**config.mk**
```make
export PLATFORM = sky130hd
export DESIGN_NAME = load_align_wb
export DESIGN_NICKNAME = d
export VERILOG_FILES = /design/src/logic/mem_pkg.sv /design/src/logic/load_align_wb.sv
export VERILOG_INCLUDE_DIRS = /design/src /design/src/logic
export SDC_FILE = /design/constraint.sdc
export NUM_CORES = 1
export LEC_CHECK = 0
export ABC_AREA = 1
export BUFFER_PORTS_ARGS = -buffer_cell sky130_fd_sc_hd__clkbuf_2
export CAP_MARGIN = 20
export CORE_MARGIN = 2
export CORE_UTILIZATION = 24
export CTS_CLUSTER_DIAMETER = 120
export DETAILED_ROUTE_END_ITERATION = 8
export PLACE_DENSITY = 0.61
export RECOVER_POWER = 25
export SYNTH_ARGS = -nofsm -noshare
export SYNTH_HDL_FRONTEND = slang
export SYNTH_SLANG_ARGS = --single-unit
```
**constraint.sdc**
```tcl
create_clock -name clk -period 2.4 [get_ports clk]
set_input_delay 0.12 -clock clk [delete_from_list [all_inputs] [get_ports clk]]
set_output_delay 0.12 -clock clk [all_outputs]
set_load 0.02 [all_outputs]
```
**src/logic/mem_defs.svh**
```systemverilog
`ifndef MEM_DEFS_SVH
`define MEM_DEFS_SVH

// datapath widths.
`define DATA_BITS       32
`define ADDR_BITS       32
`define REG_BITS        5

// data memory organisation.
`define LANES           4
`define DMEM_WORDS_LOG2 10

// access-type codes, bit 2 set means unsigned.
`define TYPE_BITS       3
`define MEM_BYTE        3'b000
`define MEM_HWORD       3'b001
`define MEM_WORD        3'b010
`define MEM_BYTE_U      3'b100
`define MEM_HWORD_U     3'b101

`endif
```
**src/logic/mem_pkg.sv**
```systemverilog
`include "mem_defs.svh"

package mem_pkg;

    typedef logic [`DATA_BITS-1:0]       data_t;
    typedef logic [`ADDR_BITS-1:0]       addr_t;
    typedef logic [`REG_BITS-1:0]        reg_addr_t;
    typedef logic [`TYPE_BITS-1:0]       mem_type_t;
    // active low, bit n covers byte n.
    typedef logic [`LANES-1:0]           lane_mask_t;
    typedef logic [`DMEM_WORDS_LOG2-1:0] word_idx_t;

    // record from the execute stage.
    typedef struct packed {
        data_t     aluout;
        data_t     pc2reg;
        logic      rd_src;
        data_t     dm_data;
        reg_addr_t rd_addr;
        logic      reg_wr;
        logic      dm_rd;
        logic      dm_wr;
        logic      dm2reg;
        mem_type_t datatype;
    } ex_mem_t;

    // record handed to writeback.
    typedef struct packed {
        data_t     rd_data;
        reg_addr_t rd_addr;
        logic      reg_wr;
        data_t     dm_out;
        logic      dm2reg;
    } mem_wb_t;

    // request to one byte lane.
    typedef struct packed {
        word_idx_t  word_idx;
        logic       wr_en;
        logic [7:0] wr_byte;
    } lane_req_t;

endpackage

```
**src/logic/load_align_wb.sv**
```systemverilog
`timescale 1ns/1ps
`include "mem_defs.svh"

module load_align_wb (
    input  logic                clk,
    input  logic                rst,
    input  logic                memwb_en_i,
    input  mem_pkg::ex_mem_t    ex_mem_i,
    input  mem_pkg::data_t      fwd_data_i,
    input  mem_pkg::lane_mask_t lane_mask_i,
    input  logic                load_signed_i,
    input  mem_pkg::data_t      rd_bytes_i,
    output mem_pkg::mem_wb_t    mem_wb_o
);

    import mem_pkg::*;

    data_t                   gathered;
    data_t                   load_val;
    logic [$clog2(`LANES):0] n_sel;
    logic                    fill_bit;
    mem_wb_t                 mem_wb_d;

    // pack the selected lanes from the lowest up.
    always_comb begin
        gathered = '0;
        n_sel    = '0;
        for (int n = 0; n < `LANES; n++) begin
            if (!lane_mask_i[n]) begin
                gathered[8*n_sel +: 8] = rd_bytes_i[8*n +: 8];
                n_sel = n_sel + 1'b1;
            end
        end
    end

    always_comb begin
        load_val = gathered;
        fill_bit = 1'b0;
        if (n_sel == '0) begin
            // no lane selected, raw word passes through.
            load_val = rd_bytes_i;
        end else if (n_sel < `LANES) begin
            fill_bit = load_signed_i & gathered[8*n_sel-1];
            for (int b = 0; b < `DATA_BITS; b++) begin
                if (b >= 8*n_sel) begin
                    load_val[b] = fill_bit;
                end
            end
        end
    end

    always_comb begin
        mem_wb_d.rd_data = fwd_data_i;
        mem_wb_d.rd_addr = ex_mem_i.rd_addr;
        mem_wb_d.reg_wr  = ex_mem_i.reg_wr;
        mem_wb_d.dm_out  = load_val;
        mem_wb_d.dm2reg  = ex_mem_i.dm2reg;
    end

    // holds while the enable is low.
    always_ff @(posedge clk or posedge rst) begin
        if (rst) begin
            mem_wb_o <= '0;
        end else if (memwb_en_i) begin
            mem_wb_o <= mem_wb_d;
        end
    end

endmodule

```
== After elaboration in Yosys (flattened, before gate mapping) ==
Index checks and enable logic that the tools add are counted.

* $lt $le $gt $ge: 34
* Bitwise logic cells: 1
* Add/sub/neg operators: 7
* Multiplexer cells: 47
* Shift operators: 6
* Reductions and logical operators: 1

{| class="wikitable"
|+ Operators with widths
! cell !! count
|-
| 2-to-1 mux 32 bit || 5
|-
| negator 6 -> 34 bit || 3
|-
| variable shift 8 x 34 -> 32 bit (first input constant) || 3
|-
| indexed part select 8 x 34 -> 32 bit || 3
|-
| bitwise mux 32 bit || 3
|-
| >= comparator 5 x 6 -> 1 bit (first input constant) || 16
|-
| >= comparator 4 x 6 -> 1 bit (first input constant) || 8
|-
| 2-to-1 mux 1 bit || 34
|-
| < comparator 32 x 6 -> 1 bit (second input constant) || 1
|-
| >= comparator 3 x 6 -> 1 bit (first input constant) || 4
|-
| >= comparator 1 x 6 -> 1 bit (first input constant) || 2
|-
| >= comparator 2 x 6 -> 1 bit (first input constant) || 2
|-
| adder 3 x 1 -> 3 bit (second input constant) || 3
|-
| 2-to-1 mux 3 bit || 3
|-
| 2-to-1 mux 8 bit || 1
|-
| subtractor 6 x 1 -> 7 bit (second input constant) || 1
|-
| binary-select mux 1 bit (select 5 bit) || 1
|-
| logical NOT 3 bit || 1
|-
| < comparator 3 bit (second input constant) || 1
|-
| bitwise AND 1 bit || 1
|}

* Logic and storage cells: 101
* Flip-flop bits (word level): 71

== Depth between registers and ports, before layout ==
* Depth after elaboration: 15
* Gate-level depth with buffers: 19
* Gate-level depth less buffers: 18

== Worst setup path after synthesis ==
No wires, ideal clock.

* Path kind: input to register
* From: input lane_mask_i[0]
* To: register mem_wb_o[32] (netlist name)
* Stages: 17
* Arrival time: 2577 ps
* Required time: 2322 ps
* Slack: -254 ps
* Path through: buf_2 inv_2 ha_1 nand2_1 o21ai_1 ha_1 inv_2 nor2_2 inv_1 nand2_1 inv_2 ha_1 inv_1 nor2_1 a21oi_4 nand4_4 a21oi_1

* Cells in the longest elaborated chain, start to end: 15
* Elaborated cells between the ends (all ways): 33

{| class="wikitable"
|+ Ends and longest elaborated chain
! item !! line !! text
|-
| from (decl) || load_align_wb.sv:10 || <nowiki>input mem_pkg::lane_mask_t lane_mask_i,</nowiki>
|-
| 2-to-1 mux 1 bit || load_align_wb.sv:29 || <nowiki>if (!lane_mask_i[n]) begin</nowiki>
|-
| adder 3 x 1 -> 3 bit / negator 6 -> 34 bit (equally long branches) || load_align_wb.sv:31, load_align_wb.sv:30 ||
|-
| 2-to-1 mux 3 bit (tied with other cells) || load_align_wb.sv:29 ||
|-
| adder 3 x 1 -> 3 bit (tied with other cells) || load_align_wb.sv:31 || <nowiki>n_sel = n_sel + 1'b1;</nowiki>
|-
| 2-to-1 mux 3 bit (tied with other cells) || load_align_wb.sv:29 ||
|-
| negator 6 -> 34 bit / bitwise mux 32 bit (equally long branches) || load_align_wb.sv:30 || <nowiki>gathered[8*n_sel +: 8] = rd_bytes_i[8*n +: 8];</nowiki>
|-
| indexed part select 8 x 34 -> 32 bit (tied with other cells) || load_align_wb.sv:30 ||
|-
| bitwise mux 32 bit || load_align_wb.sv:30 ||
|-
| 2-to-1 mux 32 bit || load_align_wb.sv:29 ||
|-
| binary-select mux 1 bit (select 5 bit) || load_align_wb.sv:43 || <nowiki>fill_bit = load_signed_i & gathered[8*n_sel-1];</nowiki>
|-
| 2-to-1 mux 1 bit (implied by the code) || load_align_wb.sv:43 ||
|-
| bitwise AND 1 bit || load_align_wb.sv:43 ||
|-
| 2-to-1 mux 1 bit || load_align_wb.sv:45 || <nowiki>if (b >= 8*n_sel) begin</nowiki>
|-
| 2-to-1 mux 32 bit || load_align_wb.sv:42 || <nowiki>end else if (n_sel < `LANES) begin</nowiki>
|-
| 2-to-1 mux 32 bit * || load_align_wb.sv:39 || <nowiki>if (n_sel == '0) begin</nowiki>
|-
| to (signal assigned) || load_align_wb.sv:65 || <nowiki>mem_wb_o <= mem_wb_d;</nowiki>
|-
| to (decl) || load_align_wb.sv:13 || <nowiki>output mem_pkg::mem_wb_t mem_wb_o</nowiki>
|}

Every way passes the cells marked *; elsewhere a longest branch is shown, timed or not. The select of a mux whose other input is x is not followed.
A chain may end at the register's enable or synchronous reset.

== Final worst setup path ==
* From: input lane_mask_i[1]
* To: register mem_wb_o[3] (netlist name)

* Cells in the longest elaborated chain, start to end: 13
* Elaborated cells between the ends (all ways): 26

{| class="wikitable"
|+ Ends and longest elaborated chain
! item !! line
|-
| 2-to-1 mux 3 bit || load_align_wb.sv:29
|-
| adder 3 x 1 -> 3 bit / negator 6 -> 34 bit (equally long branches) || load_align_wb.sv:31, load_align_wb.sv:30
|-
| 2-to-1 mux 3 bit (tied with other cells) || load_align_wb.sv:29
|-
| negator 6 -> 34 bit / bitwise mux 32 bit (equally long branches) || load_align_wb.sv:30
|-
| indexed part select 8 x 34 -> 32 bit (tied with other cells) || load_align_wb.sv:30
|-
| bitwise mux 32 bit || load_align_wb.sv:30
|-
| 2-to-1 mux 32 bit || load_align_wb.sv:29
|-
| binary-select mux 1 bit (select 5 bit) || load_align_wb.sv:43
|-
| 2-to-1 mux 1 bit (implied by the code) || load_align_wb.sv:43
|-
| bitwise AND 1 bit || load_align_wb.sv:43
|-
| 2-to-1 mux 1 bit || load_align_wb.sv:45
|-
| 2-to-1 mux 32 bit || load_align_wb.sv:42
|-
| 2-to-1 mux 32 bit * || load_align_wb.sv:39
|}

Marked as above.

==> results.yml <==
global_route:
  gr-total-overflow: 0
  antenna_found_initial: 0
  grt_pass1_vias: 4740
  grt_start_max_net_pins: 57
  total_track_usage: 0.165
  grt_first_pass_wirelength_mm: 25.5
sta:
  finalWorstPathRequiredPeriod_ns: 2.23
  setup_ws_ns: 0.169
  setup_viol_count_final: 0
  report.final.hold_viol_count: 0
  unrepaired_setup_endpoints_after_global_routing: "false"
  max-slew-margin-rel: -0.174
  max_freq_ghz: 0.448
  fin_skew_ns: 0
  report.final.slew_viol_count: 38
  post-route-period-util: 0.930
  transition_at_the_pin_with_the_smallest_max_transition_slack_ns: 1.76
synthesis:
  synthFlopType: "sky130_fd_sc_hd__dfrtp_1"
  mappedNetlistArea_mm2: 0.00436
  async_flop_share: 1.00
  yosysUniqueCellTypes: 37
  synth-edff-count: 0
  syn_area_per_cell_um2: 7.11
  synth_warnings: 0
  yosys_register_bits: 71
  synthesis.nets: 808
  synthesis.instances: 614
  synth-seq-area-share: 0.407
hold_path:
  timing.hold.worst_path_depth: 3
  worst_hold_path.endpoint: "mem_wb_o[6]"
  hold_path.startpoint: "rd_bytes_i[5]"
  hold_path.class: "in -> reg"
worst_setup_path:
  startpoint_type: "input port"
  cp.arrival_ns: 2.50
  timing_worst_setup_path_type: "in -> reg"
  rrSetupSlack_ns: 1.73
  r2r_end: "mem_wb_o[22]"
  critPathRequiredTime_ns: 2.67
  worst-r2r-cell-count: 2
  setup.worst_path.start: "lane_mask_i[1]"
  critical_path.max_fanout: 6
  reg2reg_from: "mem_wb_o[22]"
  worst_setup_path_end_kind: "flop"
place:
  dp_slack_ns: -0.189
  dpl.cell_count: 1013
  hpwlAfterDp_mm: 11.5
  final_replace_weighted_congestion: 0.894
  port-buffer-count: 149
cells_and_area:
  layout.filler_cells: 1925
  fin_nets: 1029
  area_growth_syn_to_layout_pct: 46.1
  final_core_util: 0.356
  final_cell_count_no_fill: 1068
  multi_input_area_mm2: 0.00232
  antenna-diode-count: 0
  seq_area_mm2: 0.00178
  largest-register: "mem_wb_o"
  biggestRegsByFlops: "mem_wb_o: 71 flops"
  fraction_of_layout_cells_with_a_size_suffix_above_1: 0.281
  largest_register_ffs: 71
route:
  ant_nets: 0
  drt-wirelength-per-cell_um: 14.7
  firstDrtPassIters: 5
  vias_per_cell: 4.48
  routed_wirelength_mm: 15.7
  vias: 4784
  detail_route.iter0.violations: 386
  detail_route.drc_violations: 0
clock_tree:
  clockRootBuffer: "sky130_fd_sc_hd__clkbuf_16"
  cts_post_setup_buffers_inserted: 0
  clockBufferDepth: 2
  clk_latency_ns: 0.34
  cts_sinks: 71
  clock_tree.htree_level_count: 3
  cts_tree: "done"
  cts_inserted_buffers: 9
  path_clk_slew_ns: 0.06
floorplan:
  fp.dieW_um: 139
  floorplan.core_area_mm2: 0.0179
  initial_core_util: 0.244
  fp-row-count: 49
  ioPinCount: 252
  die_height_um: 139
  design.die.area_mm2: 0.0193
pwr:
  pnr_total_power_mw: 4.50
  static_leakage_nw: 3.38
  total_power_density_per_cell_area_mw_per_mm2: 705
  irDropWorstVdd_uv: 350
run:
  cap_violations: 1
outcome:
  outcome: "finished, violations left"
  violated_checks: "max-capacitance violations, max-slew violations"
-- how the worst max path moves through the flow --
stage                  end  slack (ns)  cells past startpoint
6_report       mem_wb_o[3]        0.17                     15
4_1_cts        mem_wb_o[1]        0.17                     15
3_5_place_dp   mem_wb_o[1]       -0.19                     15
3_3_place_gp   mem_wb_o[8]       -0.15                     15
5_1_grt        mem_wb_o[1]       0.008                     15
2_1_floorplan  mem_wb_o[3]        0.04                     15
-- per-layer routing --
metal / up-vias / global-route usage / share of wire / wire length [um]
met5: - / 0 / 0 / 0
met4: 0 / 0.0548 / 0.025 / 388
met3: 25 / 0.0504 / 0.079 / 1240
met2: 178 / 0.254 / 0.43 / 6820
met1: 2156 / 0.221 / 0.46 / 7270
li1: 2425 / - / - / -
-- worst max-delay path, stage by stage --
cell	delay (ns)
sky130_fd_sc_hd__clkbuf_2	0.15
sky130_fd_sc_hd__fa_2	0.50
sky130_fd_sc_hd__ha_1	0.22
sky130_fd_sc_hd__ha_2	0.38
sky130_fd_sc_hd__nand2_1	0.07
sky130_fd_sc_hd__nor2_1	0.12
sky130_fd_sc_hd__nand2_1	0.07
sky130_fd_sc_hd__nand2_1	0.11
sky130_fd_sc_hd__nand2_2	0.07
sky130_fd_sc_hd__a21oi_4	0.17
sky130_fd_sc_hd__buf_12	0.14
sky130_fd_sc_hd__nand3_4	0.10
sky130_fd_sc_hd__nand2_1	0.09
sky130_fd_sc_hd__nand2_1	0.07
sky130_fd_sc_hd__a21oi_2	0.11
-- where the power goes --
part / internal [mW] / total, mW / switching (mW)
combinational: 0.585 / 1.62 / 1.03
clock: 0.855 / 1.38 / 0.529
sequential: 1.38 / 1.50 / 0.112
total: 2.82 / 4.50 / 1.67
-- Yosys cell counts, types with 6 or more instances --
cell / number / share of area
sky130_fd_sc_hd__a21oi_1: 53 / 0.061
sky130_fd_sc_hd__a21oi_2: 6 / 0.012
sky130_fd_sc_hd__clkbuf_1: 13 / 0.011
sky130_fd_sc_hd__dfrtp_1: 71 / 0.41
sky130_fd_sc_hd__ha_1: 12 / 0.034
sky130_fd_sc_hd__inv_1: 37 / 0.032
sky130_fd_sc_hd__inv_2: 12 / 0.010
sky130_fd_sc_hd__nand2_1: 242 / 0.21
sky130_fd_sc_hd__nand3_1: 36 / 0.041
sky130_fd_sc_hd__nor2_1: 43 / 0.037
sky130_fd_sc_hd__nor3_1: 6 / 0.0069
sky130_fd_sc_hd__o21ai_0: 24 / 0.028
sky130_fd_sc_hd__o21ai_1: 10 / 0.011
sky130_fd_sc_hd__o32ai_1: 6 / 0.012
-- final cells by class --
cell class                 instances  share of cell area
tap                              229              0.0450
sequential                        71               0.279
inverter                          52              0.0324
timing repair buffer             234               0.233
multi-input combinational        467               0.364
clock buffer                      12              0.0402
clock inverter                     3             0.00667
-- cell families after synthesis --
family | share of synthesized area
compound gates | 0.142
flops | 0.407
simple gates | 0.337
xor+xnor | 0.00373
buf+inv | 0.0705
fa+ha+maj | 0.0390
-- what timing repair did --
| action | 4_1_cts | 5_1_grt |
|---|---|---|
| endpoints found under the hold margin | 75 | 0 |
| hold buffers | 40 | 0 |
| setup endpoints to repair | 0 | 7 |
| gates resized for setup | 0 | 1 |
-- per-stage QoR --
step	area (um^2)	hold WS (ns)	TNS (ns)
6_report	6370	0.115	0
5_1_grt	6370	0.133	0
4_1_cts	6400	0.0968	0
3_5_place_dp	5700	0.324	-4.62
3_3_place_gp	5700	0.321	-3.78
2_1_floorplan	4420	0.233	0
-- cells in the final DEF, fill, tap and decap left out, drive strengths merged --
master       netlist  layout
nor3               6       6
o22ai              3       3
o31ai              1       1
clkinvlp           0       1
bufinv             0       1
dfrtp             71      71
a21oi             60      60
ha                12      12
o32ai              6       6
inv               51      51
a211oi             1       1
nand2            249     249
nand3             39      39
o211ai             1       1
fa                 1       1
clkinv             1       2
buf               11      44
dlygate4sd3        0      40
nor2              46      46
a22oi              3       3
nand4              4       4
clkbuf            13     162
xor2               1       1
o21ai             34      34
Note: power is estimated with default switching activity, not from simulation.
