[src/logic/mem_defs.svh]
`ifndef MEM_DEFS_SVH
`define MEM_DEFS_SVH

// datapath widths.
`define DATA_BITS       32
`define ADDR_BITS       32
`define REG_BITS        5

// data memory organisation.
`define LANES           4
`define DMEM_WORDS_LOG2 10

// access-type codes, bit 2 set means unsigned.
`define TYPE_BITS       3
`define MEM_BYTE        3'b000
`define MEM_HWORD       3'b001
`define MEM_WORD        3'b010
`define MEM_BYTE_U      3'b100
`define MEM_HWORD_U     3'b101

`endif
[src/logic/mem_pkg.sv]
`include "mem_defs.svh"

package mem_pkg;

    typedef logic [`DATA_BITS-1:0]       data_t;
    typedef logic [`ADDR_BITS-1:0]       addr_t;
    typedef logic [`REG_BITS-1:0]        reg_addr_t;
    typedef logic [`TYPE_BITS-1:0]       mem_type_t;
    // active low, bit n covers byte n.
    typedef logic [`LANES-1:0]           lane_mask_t;
    typedef logic [`DMEM_WORDS_LOG2-1:0] word_idx_t;

    // record from the execute stage.
    typedef struct packed {
        data_t     aluout;
        data_t     pc2reg;
        logic      rd_src;
        data_t     dm_data;
        reg_addr_t rd_addr;
        logic      reg_wr;
        logic      dm_rd;
        logic      dm_wr;
        logic      dm2reg;
        mem_type_t datatype;
    } ex_mem_t;

    // record handed to writeback.
    typedef struct packed {
        data_t     rd_data;
        reg_addr_t rd_addr;
        logic      reg_wr;
        data_t     dm_out;
        logic      dm2reg;
    } mem_wb_t;

    // request to one byte lane.
    typedef struct packed {
        word_idx_t  word_idx;
        logic       wr_en;
        logic [7:0] wr_byte;
    } lane_req_t;

endpackage

[src/logic/mem_access_ctrl.sv]
`timescale 1ns/1ps
`include "mem_defs.svh"

module mem_access_ctrl (
    input  mem_pkg::ex_mem_t                  ex_mem_i,
    output mem_pkg::data_t                    fwd_data_o,
    output mem_pkg::reg_addr_t                fwd_addr_o,
    output logic                              fwd_wr_o,
    output mem_pkg::lane_mask_t               lane_mask_o,
    output logic                              load_signed_o,
    output mem_pkg::lane_req_t [`LANES-1:0]   lane_req_o
);

    import mem_pkg::*;

    addr_t      eff_addr;
    logic [1:0] offset;
    mem_type_t  dtype;
    word_idx_t  word_idx;
    lane_mask_t byte_mask;
    lane_mask_t half_mask;
    lane_mask_t lane_mask;
    logic [1:0] wr_shift;
    data_t      wr_word;

    // forward path back to execute.
    assign fwd_data_o = ex_mem_i.rd_src ? ex_mem_i.pc2reg : ex_mem_i.aluout;
    assign fwd_addr_o = ex_mem_i.rd_addr;
    assign fwd_wr_o   = ex_mem_i.reg_wr;

    // address only reaches the lanes on real accesses.
    assign eff_addr = (ex_mem_i.dm_rd || ex_mem_i.dm_wr) ? addr_t'(ex_mem_i.aluout) : '0;
    assign offset   = eff_addr[1:0];
    assign word_idx = eff_addr[`DMEM_WORDS_LOG2+1:2];
    assign dtype    = ex_mem_i.datatype;

    always_comb begin
        byte_mask = ~(lane_mask_t'(1) << offset);
        // offset 3 halfword keeps only the top lane.
        case (offset)
            2'd0:    half_mask = 4'b1100;
            2'd1:    half_mask = 4'b1001;
            2'd2:    half_mask = 4'b0011;
            default: half_mask = 4'b0111;
        endcase
    end

    always_comb begin
        case (dtype)
            `MEM_BYTE,
            `MEM_BYTE_U:  lane_mask = byte_mask;
            `MEM_HWORD,
            `MEM_HWORD_U: lane_mask = half_mask;
            `MEM_WORD:    lane_mask = '0;
            default:      lane_mask = '1;
        endcase
    end

    assign lane_mask_o   = lane_mask;
    assign load_signed_o = ~dtype[2];

    // words ignore the low address bits.
    assign wr_shift = (dtype == `MEM_WORD) ? 2'd0 : offset;
    assign wr_word  = ex_mem_i.dm_data << {wr_shift, 3'b000};

    always_comb begin
        for (int n = 0; n < `LANES; n++) begin
            lane_req_o[n].word_idx = word_idx;
            lane_req_o[n].wr_en    = ex_mem_i.dm_wr & ~lane_mask[n];
            lane_req_o[n].wr_byte  = wr_word[8*n +: 8];
        end
    end

endmodule

[config.mk]
export PLATFORM = sky130hd
export DESIGN_NAME = mem_access_ctrl
export DESIGN_NICKNAME = d
export VERILOG_FILES = /design/src/logic/mem_pkg.sv /design/src/logic/mem_access_ctrl.sv
export VERILOG_INCLUDE_DIRS = /design/src /design/src/logic
export SDC_FILE = /design/constraint.sdc
export NUM_CORES = 1
export LEC_CHECK = 0
export ABC_AREA = 1
export BUFFER_PORTS_ARGS = -buffer_cell sky130_fd_sc_hd__buf_4
export CORE_ASPECT_RATIO = 2
export CORE_MARGIN = 10
export CORE_UTILIZATION = 36
export DETAILED_ROUTE_END_ITERATION = 10
export PLACE_DENSITY = 0.94
export SLEW_MARGIN = 15
export SYNTH_ARGS = -nofsm -noshare
export SYNTH_HDL_FRONTEND = slang
export SYNTH_SLANG_ARGS = --single-unit
[constraint.sdc]
create_clock -name vclk -period 3.5
set_input_delay 0.525 -clock vclk [all_inputs]
set_output_delay 0.525 -clock vclk [all_outputs]
set_load 0.005 [all_outputs]
== After elaboration in Yosys (flattened, before gate mapping) ==
Index checks and enable logic that the tools add are counted.

* Reductions and logical operators: 5
* Multiplexer cells: 5
* Shifts and indexed selects: 2
* Equal/unequal tests: 6
* Bitwise operators: 10

{| class="wikitable"
|+ Operator list
! kind !! count
|-
| 32-bit two-way mux || 1
|-
| 32-bit by 5-bit << shifter with 32-bit output || 1
|-
| 4-bit one-hot mux with 3 select lines || 2
|-
| 12-bit two-way mux || 1
|-
| 3-bit == test, second input constant || 2
|-
| 1-bit inverter || 5
|-
| 1-bit bitwise AND || 4
|-
| 4-bit inverter || 1
|-
| 2-bit OR reduction || 2
|-
| 1-bit by 2-bit << shifter with 4-bit output, first input constant || 1
|-
| 3-bit by 1-bit == test with 1-bit output, second input constant || 1
|-
| 3-bit by 2-bit == test with 1-bit output, second input constant || 1
|-
| 3-bit logical NOT || 1
|-
| 2-bit by 1-bit == test with 1-bit output, second input constant || 1
|-
| 2-bit == test, second input constant || 1
|-
| 2-bit logical NOT || 1
|-
| 2-bit two-way mux || 1
|-
| 1-bit logical OR || 1
|}

* Logic and storage cells: 28
* Register bits after elaboration: 0
* Output and inout bits: 119
* Input port bits: 109

== Longest topological paths before layout ==
Gate-level depths: netlist (run 1).

* Word-level depth: 7
* Depth in mapped cells: 7
* Depth with buffers taken out: 7

== Worst setup path after synthesis (run 1) ==
OpenSTA, ideal clock, no wires.

* Path type: input-to-output
* Start: in ex_mem_i[4] (netlist name)
* End: out lane_req_o[46] (netlist name)
* Arrival: 1539 ps
* Data required time: 2975 ps
* Buffers on the path: 1
* Stages: 7
* Path slack: 1436 ps
* Cells stage by stage: nor2_4 -> nor2_8 -> buf_2 -> ha_1 -> a21oi_1 -> nand2_1 -> nor2_1

{| class="wikitable"
|+ RTL lines
! what !! RTL line !! RTL
|-
| start, declared || mem_access_ctrl.sv:5 || <nowiki>input mem_pkg::ex_mem_t ex_mem_i,</nowiki>
|-
| end, declared || mem_access_ctrl.sv:11 || <nowiki>output mem_pkg::lane_req_t [`LANES-1:0] lane_req_o</nowiki>
|}

==> results of run 1 <==
Yosys cell counts, drive strengths merged:
library cell / instances
inv: 53
buf: 50
nand2: 70
nor2: 29
a21oi: 1
o211ai: 1
mux2: 20
nor3: 8
ha: 1
clkbuf: 3
o21ai: 13
nand3: 58
power groups by stage:
stage | sequential [mW] | combinational (mW) | clock [mW]
after floorplan | 0 | 0.226 | 0
after CTS | 0 | 0.473 | 0
after global routing | 0 | 0.513 | 0
final | 0 | 0.467 | 0
after global placement | 0 | 0.461 | 0
after detailed placement | 0 | 0.471 | 0
metrics by stage:
step           utilization, %  total power, mW
5_1_grt                  65.3            0.513
2_1_floorplan               -            0.226
3_5_place_dp             65.3            0.471
6_report                 65.3            0.467
4_1_cts                  65.3            0.473
3_3_place_gp             65.3            0.461
metal layers:
layer,up-vias,wire [um],track usage (%)
met1,1132,3330,22.0
met2,159,4990,39.5
li1,1249,-,-
met3,14,1140,8.04
met4,0,150,2.91
met5,-,0,0
cell families (layout without fill, tap and decap cells):
group,count (synthesis),in the layout
simple gates,165,165
buf+inv,106,268
mux,20,20
compound gates,15,15
fa+ha+maj,1,1
path summary, 6_finish.rpt:
kind / to / slack [ps] / cells past startpoint
max: lane_req_o[6] / 950 / 7
min: fwd_addr_o[3] / 1050 / 0
final cells by class:
type / instances / area (um^2) / share of cell area (%)
repair buffers: 215 / 1610 / 53.2
multi-input cells: 201 / 1140 / 37.8
well taps: 55 / 68.8 / 2.27
inverters: 53 / 204 / 6.73
worst max-delay path, delay by kind of cell:
kind                   cells  cell delay [ps]
buffers and inverters      3              450
AND/OR/NAND/NOR            4             1030
cells in the final DEF, fill, tap and decap left out:
cell type  count
nand2_1       62
nand2_8        1
ha_1           1
nor3_2         8
nand2_4        2
nor2_8         1
nand3_2        1
inv_2          2
nor2_1        25
a21oi_1        1
buf_4        215
nand2_2        5
inv_6          1
mux2_2        20
o211ai_1       1
o21ai_0       13
nor2_4         3
inv_1         50
nand3_1       57
==> results.py, run 1 <==
metrics = {
    "placed_design": {
        "port_buffers": 215,
        "placed_area_um2": 3030,
        "dpl.hpwl_um": 8420,
        "dpl.cell_count": 524,
        "place.gp.congestion": 0.817,
        "dp_slack_ps": 956,
    },
    "synth": {
        "syn_inst": 307,
        "yosysTopAreaCellShare_pct": 16.8,
        "synth_top_family_by_area": "simple AND/OR/NAND/NOR gates",
        "synthSimpleGateAreaFrac_pct": 47.6,
        "synth_compound_area_share_pct": 4.45,
        "ys_warn_count": 0,
        "synth_cell_types": 23,
        "synth_top_cell_by_area": "buf_4",
        "syn_area_um2": 1740,
        "synthXorXnorAreaFrac_pct": 0,
        "postSynthNetCount": 417,
        "syn_avg_cell_area_um2": 5.68,
        "synth_area_leaders": "buf_4 (17%), nand3_1 (16%), nand2_1 (13%), mux2_2 (13%), inv_1 (11%)",
        "synthMuxAreaShare_pct": 12.9,
        "yosysSeqAreaShare_pct": 0,
        "synth_fa_ha_area_share_pct": 0.718,
    },
    "sta": {
        "hold_viol_final": 0,
        "finalSetupViolations": 0,
        "tns_ps": 0,
        "setup_ws_ps": 952,
        "whs_ps": 1050,
        "worst_slew_pin_slew_ps": 524,
        "maxSlewViolCount": 0,
        "fmax_mhz": 393,
        "relSlewSlack_pct": 64.9,
        "rsz0062_at_grt": "false",
        "min_period_ps": 2550,
        "min_period_over_period_pct": 72.8,
    },
    "power_and_ir_drop": {
        "power_frac_comb_pct": 100.0,
        "swShare_pct": 45.0,
        "p_int_mw": 0.257,
        "p_clk_share_pct": 0,
        "ir_worst_vdd_mv": 0.109,
        "p_sw_mw": 0.210,
        "power_leakage_nw": 1.85,
        "power_density_nw_per_um2": 154,
        "pwr-share-seq_pct": 0,
    },
    "critical_path": {
        "crit_start": "ex_mem_i[4]",
        "cp_max_fo": 34,
        "path_cells": "buf_4, nor2_4, nor2_8, nand2_4, inv_2, nor3_2, buf_4",
        "crit_type": "in2out",
        "worst-endpoint-arrival_ps": 2020,
        "endpoint_kind": "primary output",
        "slowest_stage": "nor2_4",
        "cpMostUsedCell": "buf_4",
        "crit_path_max_incr_delay_ps": 340,
        "crit_required_ps": 2970,
        "start_kind": "input pin",
    },
    "hold_path": {
        "worstHoldStart": "ex_mem_i[10]",
        "hp-class": "in2out",
    },
    "die": {
        "die-area_um2": 8190,
        "io_pins": 228,
        "start_util_pct": 37.5,
        "coreArea_um2": 4640,
        "die_w_um": 69.2,
        "die_height_um": 118,
        "num_rows": 35,
    },
    "finish": {
        "final_cell_area_um2": 3030,
        "drive_above_1_share_pct": 55.2,
        "seq_area_um2": 0,
        "seq_cell_count": 0,
        "fill_cells": 411,
        "layout.cells.non_filler": 524,
        "n_antenna_cell": 0,
        "num-nets-final": 581,
        "area_delta_synth_final_pct": 73.9,
        "num-clock-buffers": 0,
    },
    "route": {
        "via_per_inst": 4.87,
        "post-route-drc-count": 0,
        "first_pass_iters": 4,
        "via_count": 2554,
        "first_iter_violations": 169,
        "post_drt_wl_per_cell_um": 18.3,
        "routed_wl_um": 9610,
        "drtAntennaViolNets": 0,
    },
    "clocking": {
        "postCtsSetupRepairBufs": 0,
        "cts_resized": 0,
        "postCtsHoldBufs": 0,
    },
    "grt": {
        "grt_antenna_before_repair": 0,
        "grt_pass1_wl_um": 14700,
        "track_usage_pct": 21.2,
        "overflow": 0,
        "grt_max_degree": 45,
        "grt_pass1_vias": 2629,
    },
    "flow_run": {
        "drv_cap": 0,
    },
    "status": {
        "status": "complete, no violations",
    },
}
(Power assumes the default switching activity.)
==> run 2: changes to the inputs <==
Settings changed: ABC_AREA 1 to 0, CORE_UTILIZATION 36 to 33, PLACE_DENSITY 0.94 to 0.89.
Clock period 3.5 ns to 2.4 ns, I/O delays scaled along.
==> run 2 against run 1 <==
Die area increased by 3.3%. Sequential cell count unchanged. Highest routed layer unchanged. Critical path type unchanged. Hold slack worse by 330 ps. Routed wire length increased by 2.0%. Worst setup slack got worse by 650 ps.
==> results.py, run 2 <==
metrics = {
    "synth": {
        "postSynthNetCount": 362,
        "synth_commonest_cells": "buf_4 (37), mux2_2 (33), o21ai_0 (28)",
        "yosysSeqAreaShare_pct": 0,
        "ys_warn_count": 0,
        "synth_area_leaders": "mux2_2 (22%), buf_4 (17%), o21ai_0 (8.4%), a21oi_1 (7.2%), or3_1 (6.0%)",
        "synth_top_cell_by_area": "mux2_2",
        "syn_avg_cell_area_um2": 6.61,
        "yosysMostFrequentCell": "buf_4",
        "syn_area_um2": 1670,
        "syn_inst": 252,
        "synth_cell_types": 30,
        "yosysTopAreaCellShare_pct": 22.3,
    },
    "die": {
        "num_rows": 36,
        "die_height_um": 120,
        "die-area_um2": 8460,
        "coreArea_um2": 4860,
        "die_w_um": 70.2,
        "io_pins": 228,
        "start_util_pct": 34.2,
    },
    "critical_path": {
        "cpLargestDelayFamily": "simple AND/OR/NAND/NOR gates",
        "crit_type": "in2out",
        "cpMostUsedCell": "buf_4",
        "worst-endpoint-arrival_ps": 1730,
        "endpoint_kind": "primary output",
        "path_cells": "buf_4, o21a_1, inv_2, nor2_2, a32oi_1, buf_4",
        "crit_buf_inv": 3,
        "crit_path_max_incr_delay_ps": 530,
        "slowest_stage": "nor2_2",
        "crit_required_ps": 2040,
        "cp_max_fo": 16,
        "start_kind": "input pin",
    },
    "placed_design": {
        "placed_area_um2": 3030,
        "dpl.hpwl_um": 8710,
        "place.gp.congestion": 0.859,
        "port_buffers": 215,
    },
    "grt": {
        "grt_antenna_before_repair": 0,
        "track_usage_pct": 20.6,
        "grt_max_degree": 33,
        "grt_pass1_vias": 2638,
        "overflow": 0,
        "grt_pass1_wl_um": 14800,
    },
    "power_and_ir_drop": {
        "power_frac_comb_pct": 100.0,
        "p_sw_mw": 0.279,
        "pwr-share-seq_pct": 0,
        "swShare_pct": 41.3,
        "p_clk_share_pct": 0,
        "ir_worst_vdd_mv": 0.159,
        "p_int_mw": 0.396,
        "p_total_mw": 0.675,
        "power_density_nw_per_um2": 223,
        "power_leakage_nw": 1.57,
    },
    "sta": {
        "rsz0062_at_grt": "false",
        "min_period_ps": 2090,
        "worst_slew_pin_slew_ps": 757,
        "min_period_over_period_pct": 87.2,
        "maxSlewViolCount": 0,
        "fmax_mhz": 478,
        "relSlewSlack_pct": 49.3,
        "hold_viol_final": 0,
        "finalSetupViolations": 0,
        "tns_ps": 0,
    },
    "clocking": {
        "postCtsSetupRepairBufs": 0,
        "cts_resized": 0,
        "postCtsHoldBufs": 0,
    },
    "finish": {
        "final_common_cell": "buf_4",
        "area_delta_synth_final_pct": 81.9,
        "n_antenna_cell": 0,
        "final_cell_area_um2": 3030,
        "seq_cell_count": 0,
        "most-common-layout-cells": "buf_4 (222), mux2_2 (33), o21ai_0 (28)",
        "seq_area_um2": 0,
        "drive_above_1_share_pct": 62.7,
        "num-clock-buffers": 0,
        "num-nets-final": 527,
    },
    "hold_path": {
        "hp-class": "in2out",
    },
    "flow_run": {
        "drv_cap": 0,
    },
    "route": {
        "via_count": 2510,
        "first_pass_iters": 4,
        "first_iter_violations": 287,
        "via_per_inst": 5.32,
        "drtAntennaViolNets": 0,
        "post_drt_wl_per_cell_um": 20.8,
        "post-route-drc-count": 0,
        "routed_wl_um": 9800,
    },
    "status": {
        "status": "complete, no violations",
    },
}
## run 2: metal layers
metal,global-route usage [%],vias to the layer above,routed length [um]
met2,37.8,148,5170
met3,8.35,20,1130
met1,20.6,1143,3200
li1,-,1199,-
met5,0,-,0
met4,5.46,0,302
## run 2: per-stage QoR
stage	hold slack (ps)	setup slack, ps	cells	utilization [%]
global route	720	180	472	62.3
finish	720	307	472	62.3
global placement	720	345	472	62.3
floorplan	752	244	252	-
CTS	720	312	472	62.3
detailed placement	720	300	472	62.3
## run 2: logic make-up after synthesis
| group | Yosys count | synth area share [%] |
|---|---|---|
| buffers and inverters | 62 | 23.1 |
| and+or+nand+nor | 81 | 27.0 |
| adders and majority gates | 1 | 0.751 |
| AOI/OAI and AO/OA | 75 | 26.7 |
| muxes | 33 | 22.3 |
## run 2: final cells by class
type | instances | area [um^2]
inverters | 3 | 11.3
well taps | 57 | 71.3
fillers | 445 | 1840
repair buffers | 222 | 1670
multi-input cells | 190 | 1280
## run 2: path summary, 6_finish.rpt
kind,startpoint,end,depth (start not counted)
max,ex_mem_i[4],lane_req_o[64],6
min,ex_mem_i[7],fwd_addr_o[0],0
## run 2: power by group through the flow
stage | registers, mW | logic [mW] | clock network, mW
after CTS | 0 | 0.683 | 0
after global placement | 0 | 0.667 | 0
after floorplan | 0 | 0.302 | 0
after global routing | 0 | 0.733 | 0
after detailed placement | 0 | 0.681 | 0
final | 0 | 0.675 | 0
==> run 3: changes to the inputs <==
--- a/config.mk
+++ b/config.mk
@@ -9,5 +9,5 @@
 export ABC_AREA = 0
 export BUFFER_PORTS_ARGS = -buffer_cell sky130_fd_sc_hd__buf_4
-export CORE_ASPECT_RATIO = 2
+export CORE_ASPECT_RATIO = 1.2
 export CORE_MARGIN = 10
 export CORE_UTILIZATION = 33
==> constraint.sdc (replaced) <==
create_clock -name vclk -period 2.4
set_input_delay 0.36 -clock vclk [all_inputs]
set_output_delay 0.36 -clock vclk [all_outputs]
set_load 0.01 [all_outputs]
==> run 3 against run 2 <==
Via count decreased by 1.5%. First-iteration DRC count is 63% lower. Sequential cell count unchanged. Critical endpoint is now lane_req_o[57]. Largest cell class unchanged.
==> results.py, run 3 (synthesis gave the netlist of run 2 again) <==
metrics = {
    "status": {
        "status": "complete, no violations",
    },
    "sta": {
        "min_period_over_period_pct": 92.2,
        "min_period_ps": 2210,
        "rsz0062_at_grt": "false",
        "tns_ps": 0,
        "relSlewSlack_pct": 50.7,
        "maxSlewViolCount": 0,
        "finalSetupViolations": 0,
        "hold_viol_final": 0,
        "worst_slew_pin_slew_ps": 737,
        "fmax_mhz": 452,
    },
    "finish": {
        "utilization_pct": 61.9,
        "most-common-layout-cells": "buf_4 (220), mux2_2 (33), o21ai_0 (28)",
        "fill_cells": 458,
        "num-clock-buffers": 0,
        "drive_above_1_share_pct": 62.6,
        "n_antenna_cell": 0,
        "seq_cell_count": 0,
        "multi_input_area_um2": 1280,
        "area_delta_synth_final_pct": 82.4,
        "final_common_cell": "buf_4",
        "num-nets-final": 526,
        "seq_area_um2": 0,
    },
    "critical_path": {
        "endpoint_kind": "primary output",
        "cp_max_fo": 16,
        "start_kind": "input pin",
        "crit_type": "in2out",
        "worst-endpoint-arrival_ps": 1850,
        "crit_required_ps": 2040,
    },
    "route": {
        "routed_wl_um": 9640,
        "via_per_inst": 5.22,
        "drtAntennaViolNets": 0,
        "via_count": 2472,
        "post-route-drc-count": 0,
        "first_iter_violations": 106,
        "post_drt_wl_per_cell_um": 20.3,
        "first_pass_iters": 4,
    },
    "clocking": {
        "postCtsHoldBufs": 0,
        "cts_resized": 0,
        "postCtsSetupRepairBufs": 0,
    },
    "hold_path": {
        "hold_depth": 0,
        "hp-class": "in2out",
        "hold_end": "fwd_addr_o[1]",
        "worstHoldStart": "ex_mem_i[8]",
    },
    "grt": {
        "overflow": 0,
        "grt_pass1_wl_um": 14400,
        "grt_max_degree": 45,
        "grt_antenna_before_repair": 0,
        "track_usage_pct": 20.5,
        "grt_pass1_vias": 2475,
    },
    "power_and_ir_drop": {
        "power_frac_comb_pct": 100.0,
        "power_leakage_nw": 1.57,
        "p_sw_mw": 0.337,
        "power_density_nw_per_um2": 243,
        "pwr-share-seq_pct": 0,
        "p_total_mw": 0.738,
        "ir_worst_vdd_mv": 0.123,
        "p_clk_share_pct": 0,
        "p_int_mw": 0.402,
        "swShare_pct": 45.6,
    },
    "die": {
        "die-area_um2": 8300,
        "coreArea_um2": 4900,
        "die_height_um": 97.8,
        "num_rows": 28,
        "start_util_pct": 34.0,
        "io_pins": 228,
        "die_w_um": 84.9,
    },
    "placed_design": {
        "dpl.hpwl_um": 8300,
        "port_buffers": 215,
        "place.gp.congestion": 0.831,
    },
    "flow_run": {
        "drv_cap": 0,
    },
}
[run 3: cell types whose count changed in the layout (fill, tap and decap cells not counted), sizes merged]
cell,change
buf,-1
[run 3: worst max path at each step]
stage | start | to | slack (ps) | cells past startpoint
6_report | ex_mem_i[4] | lane_req_o[57] | 190 | 7
5_1_grt | ex_mem_i[4] | lane_req_o[60] | 90 | 7
4_1_cts | ex_mem_i[4] | lane_req_o[60] | 210 | 7
3_5_place_dp | ex_mem_i[4] | lane_req_o[60] | 210 | 7
3_3_place_gp | ex_mem_i[4] | lane_req_o[59] | 250 | 7
2_1_floorplan | ex_mem_i[4] | lane_req_o[46] | 90 | 7
[run 3: per-layer routing]
layer  share of wire (%)  GRT usage [%]  vias to the layer above
li1                    -              -                     1201
met1                  37           22.4                     1145
met2                  54           39.3                      124
met3                 8.9           5.99                        2
met4                0.30          0.761                        0
met5                   0              0                        -
[run 3: metrics by stage]
stage / area, um^2 / setup WS [ps] / hold slack, ps / std cells
after detailed placement: 3040 / 211 / 720 / 474
final: 3040 / 187 / 720 / 474
after global placement: 3040 / 255 / 720 / 474
after global routing: 3040 / 93.4 / 720 / 474
after floorplan: 1670 / 86.0 / 769 / 252
after CTS: 3040 / 209 / 720 / 474
[run 3: power by group through the flow]
stage,combinational [mW],sequential (mW),clock [mW]
2_1_floorplan,0.365,0,0
3_3_place_gp,0.728,0,0
3_5_place_dp,0.742,0,0
4_1_cts,0.745,0,0
5_1_grt,0.795,0,0
6_report,0.738,0,0
[run 3: final cells by class]
cell class,instances,area share [%]
Timing Repair Buffer,221,55.0
Multi-Input combinational cell,190,42.1
Tap cell,60,2.47
Inverter,3,0.371
[run 3: critical path, cell delays in order]
cell	delay [ps]
buf_4	120
o21a_1	210
inv_2	60
buf_4	170
nor2_2	530
a32oi_1	200
buf_4	200
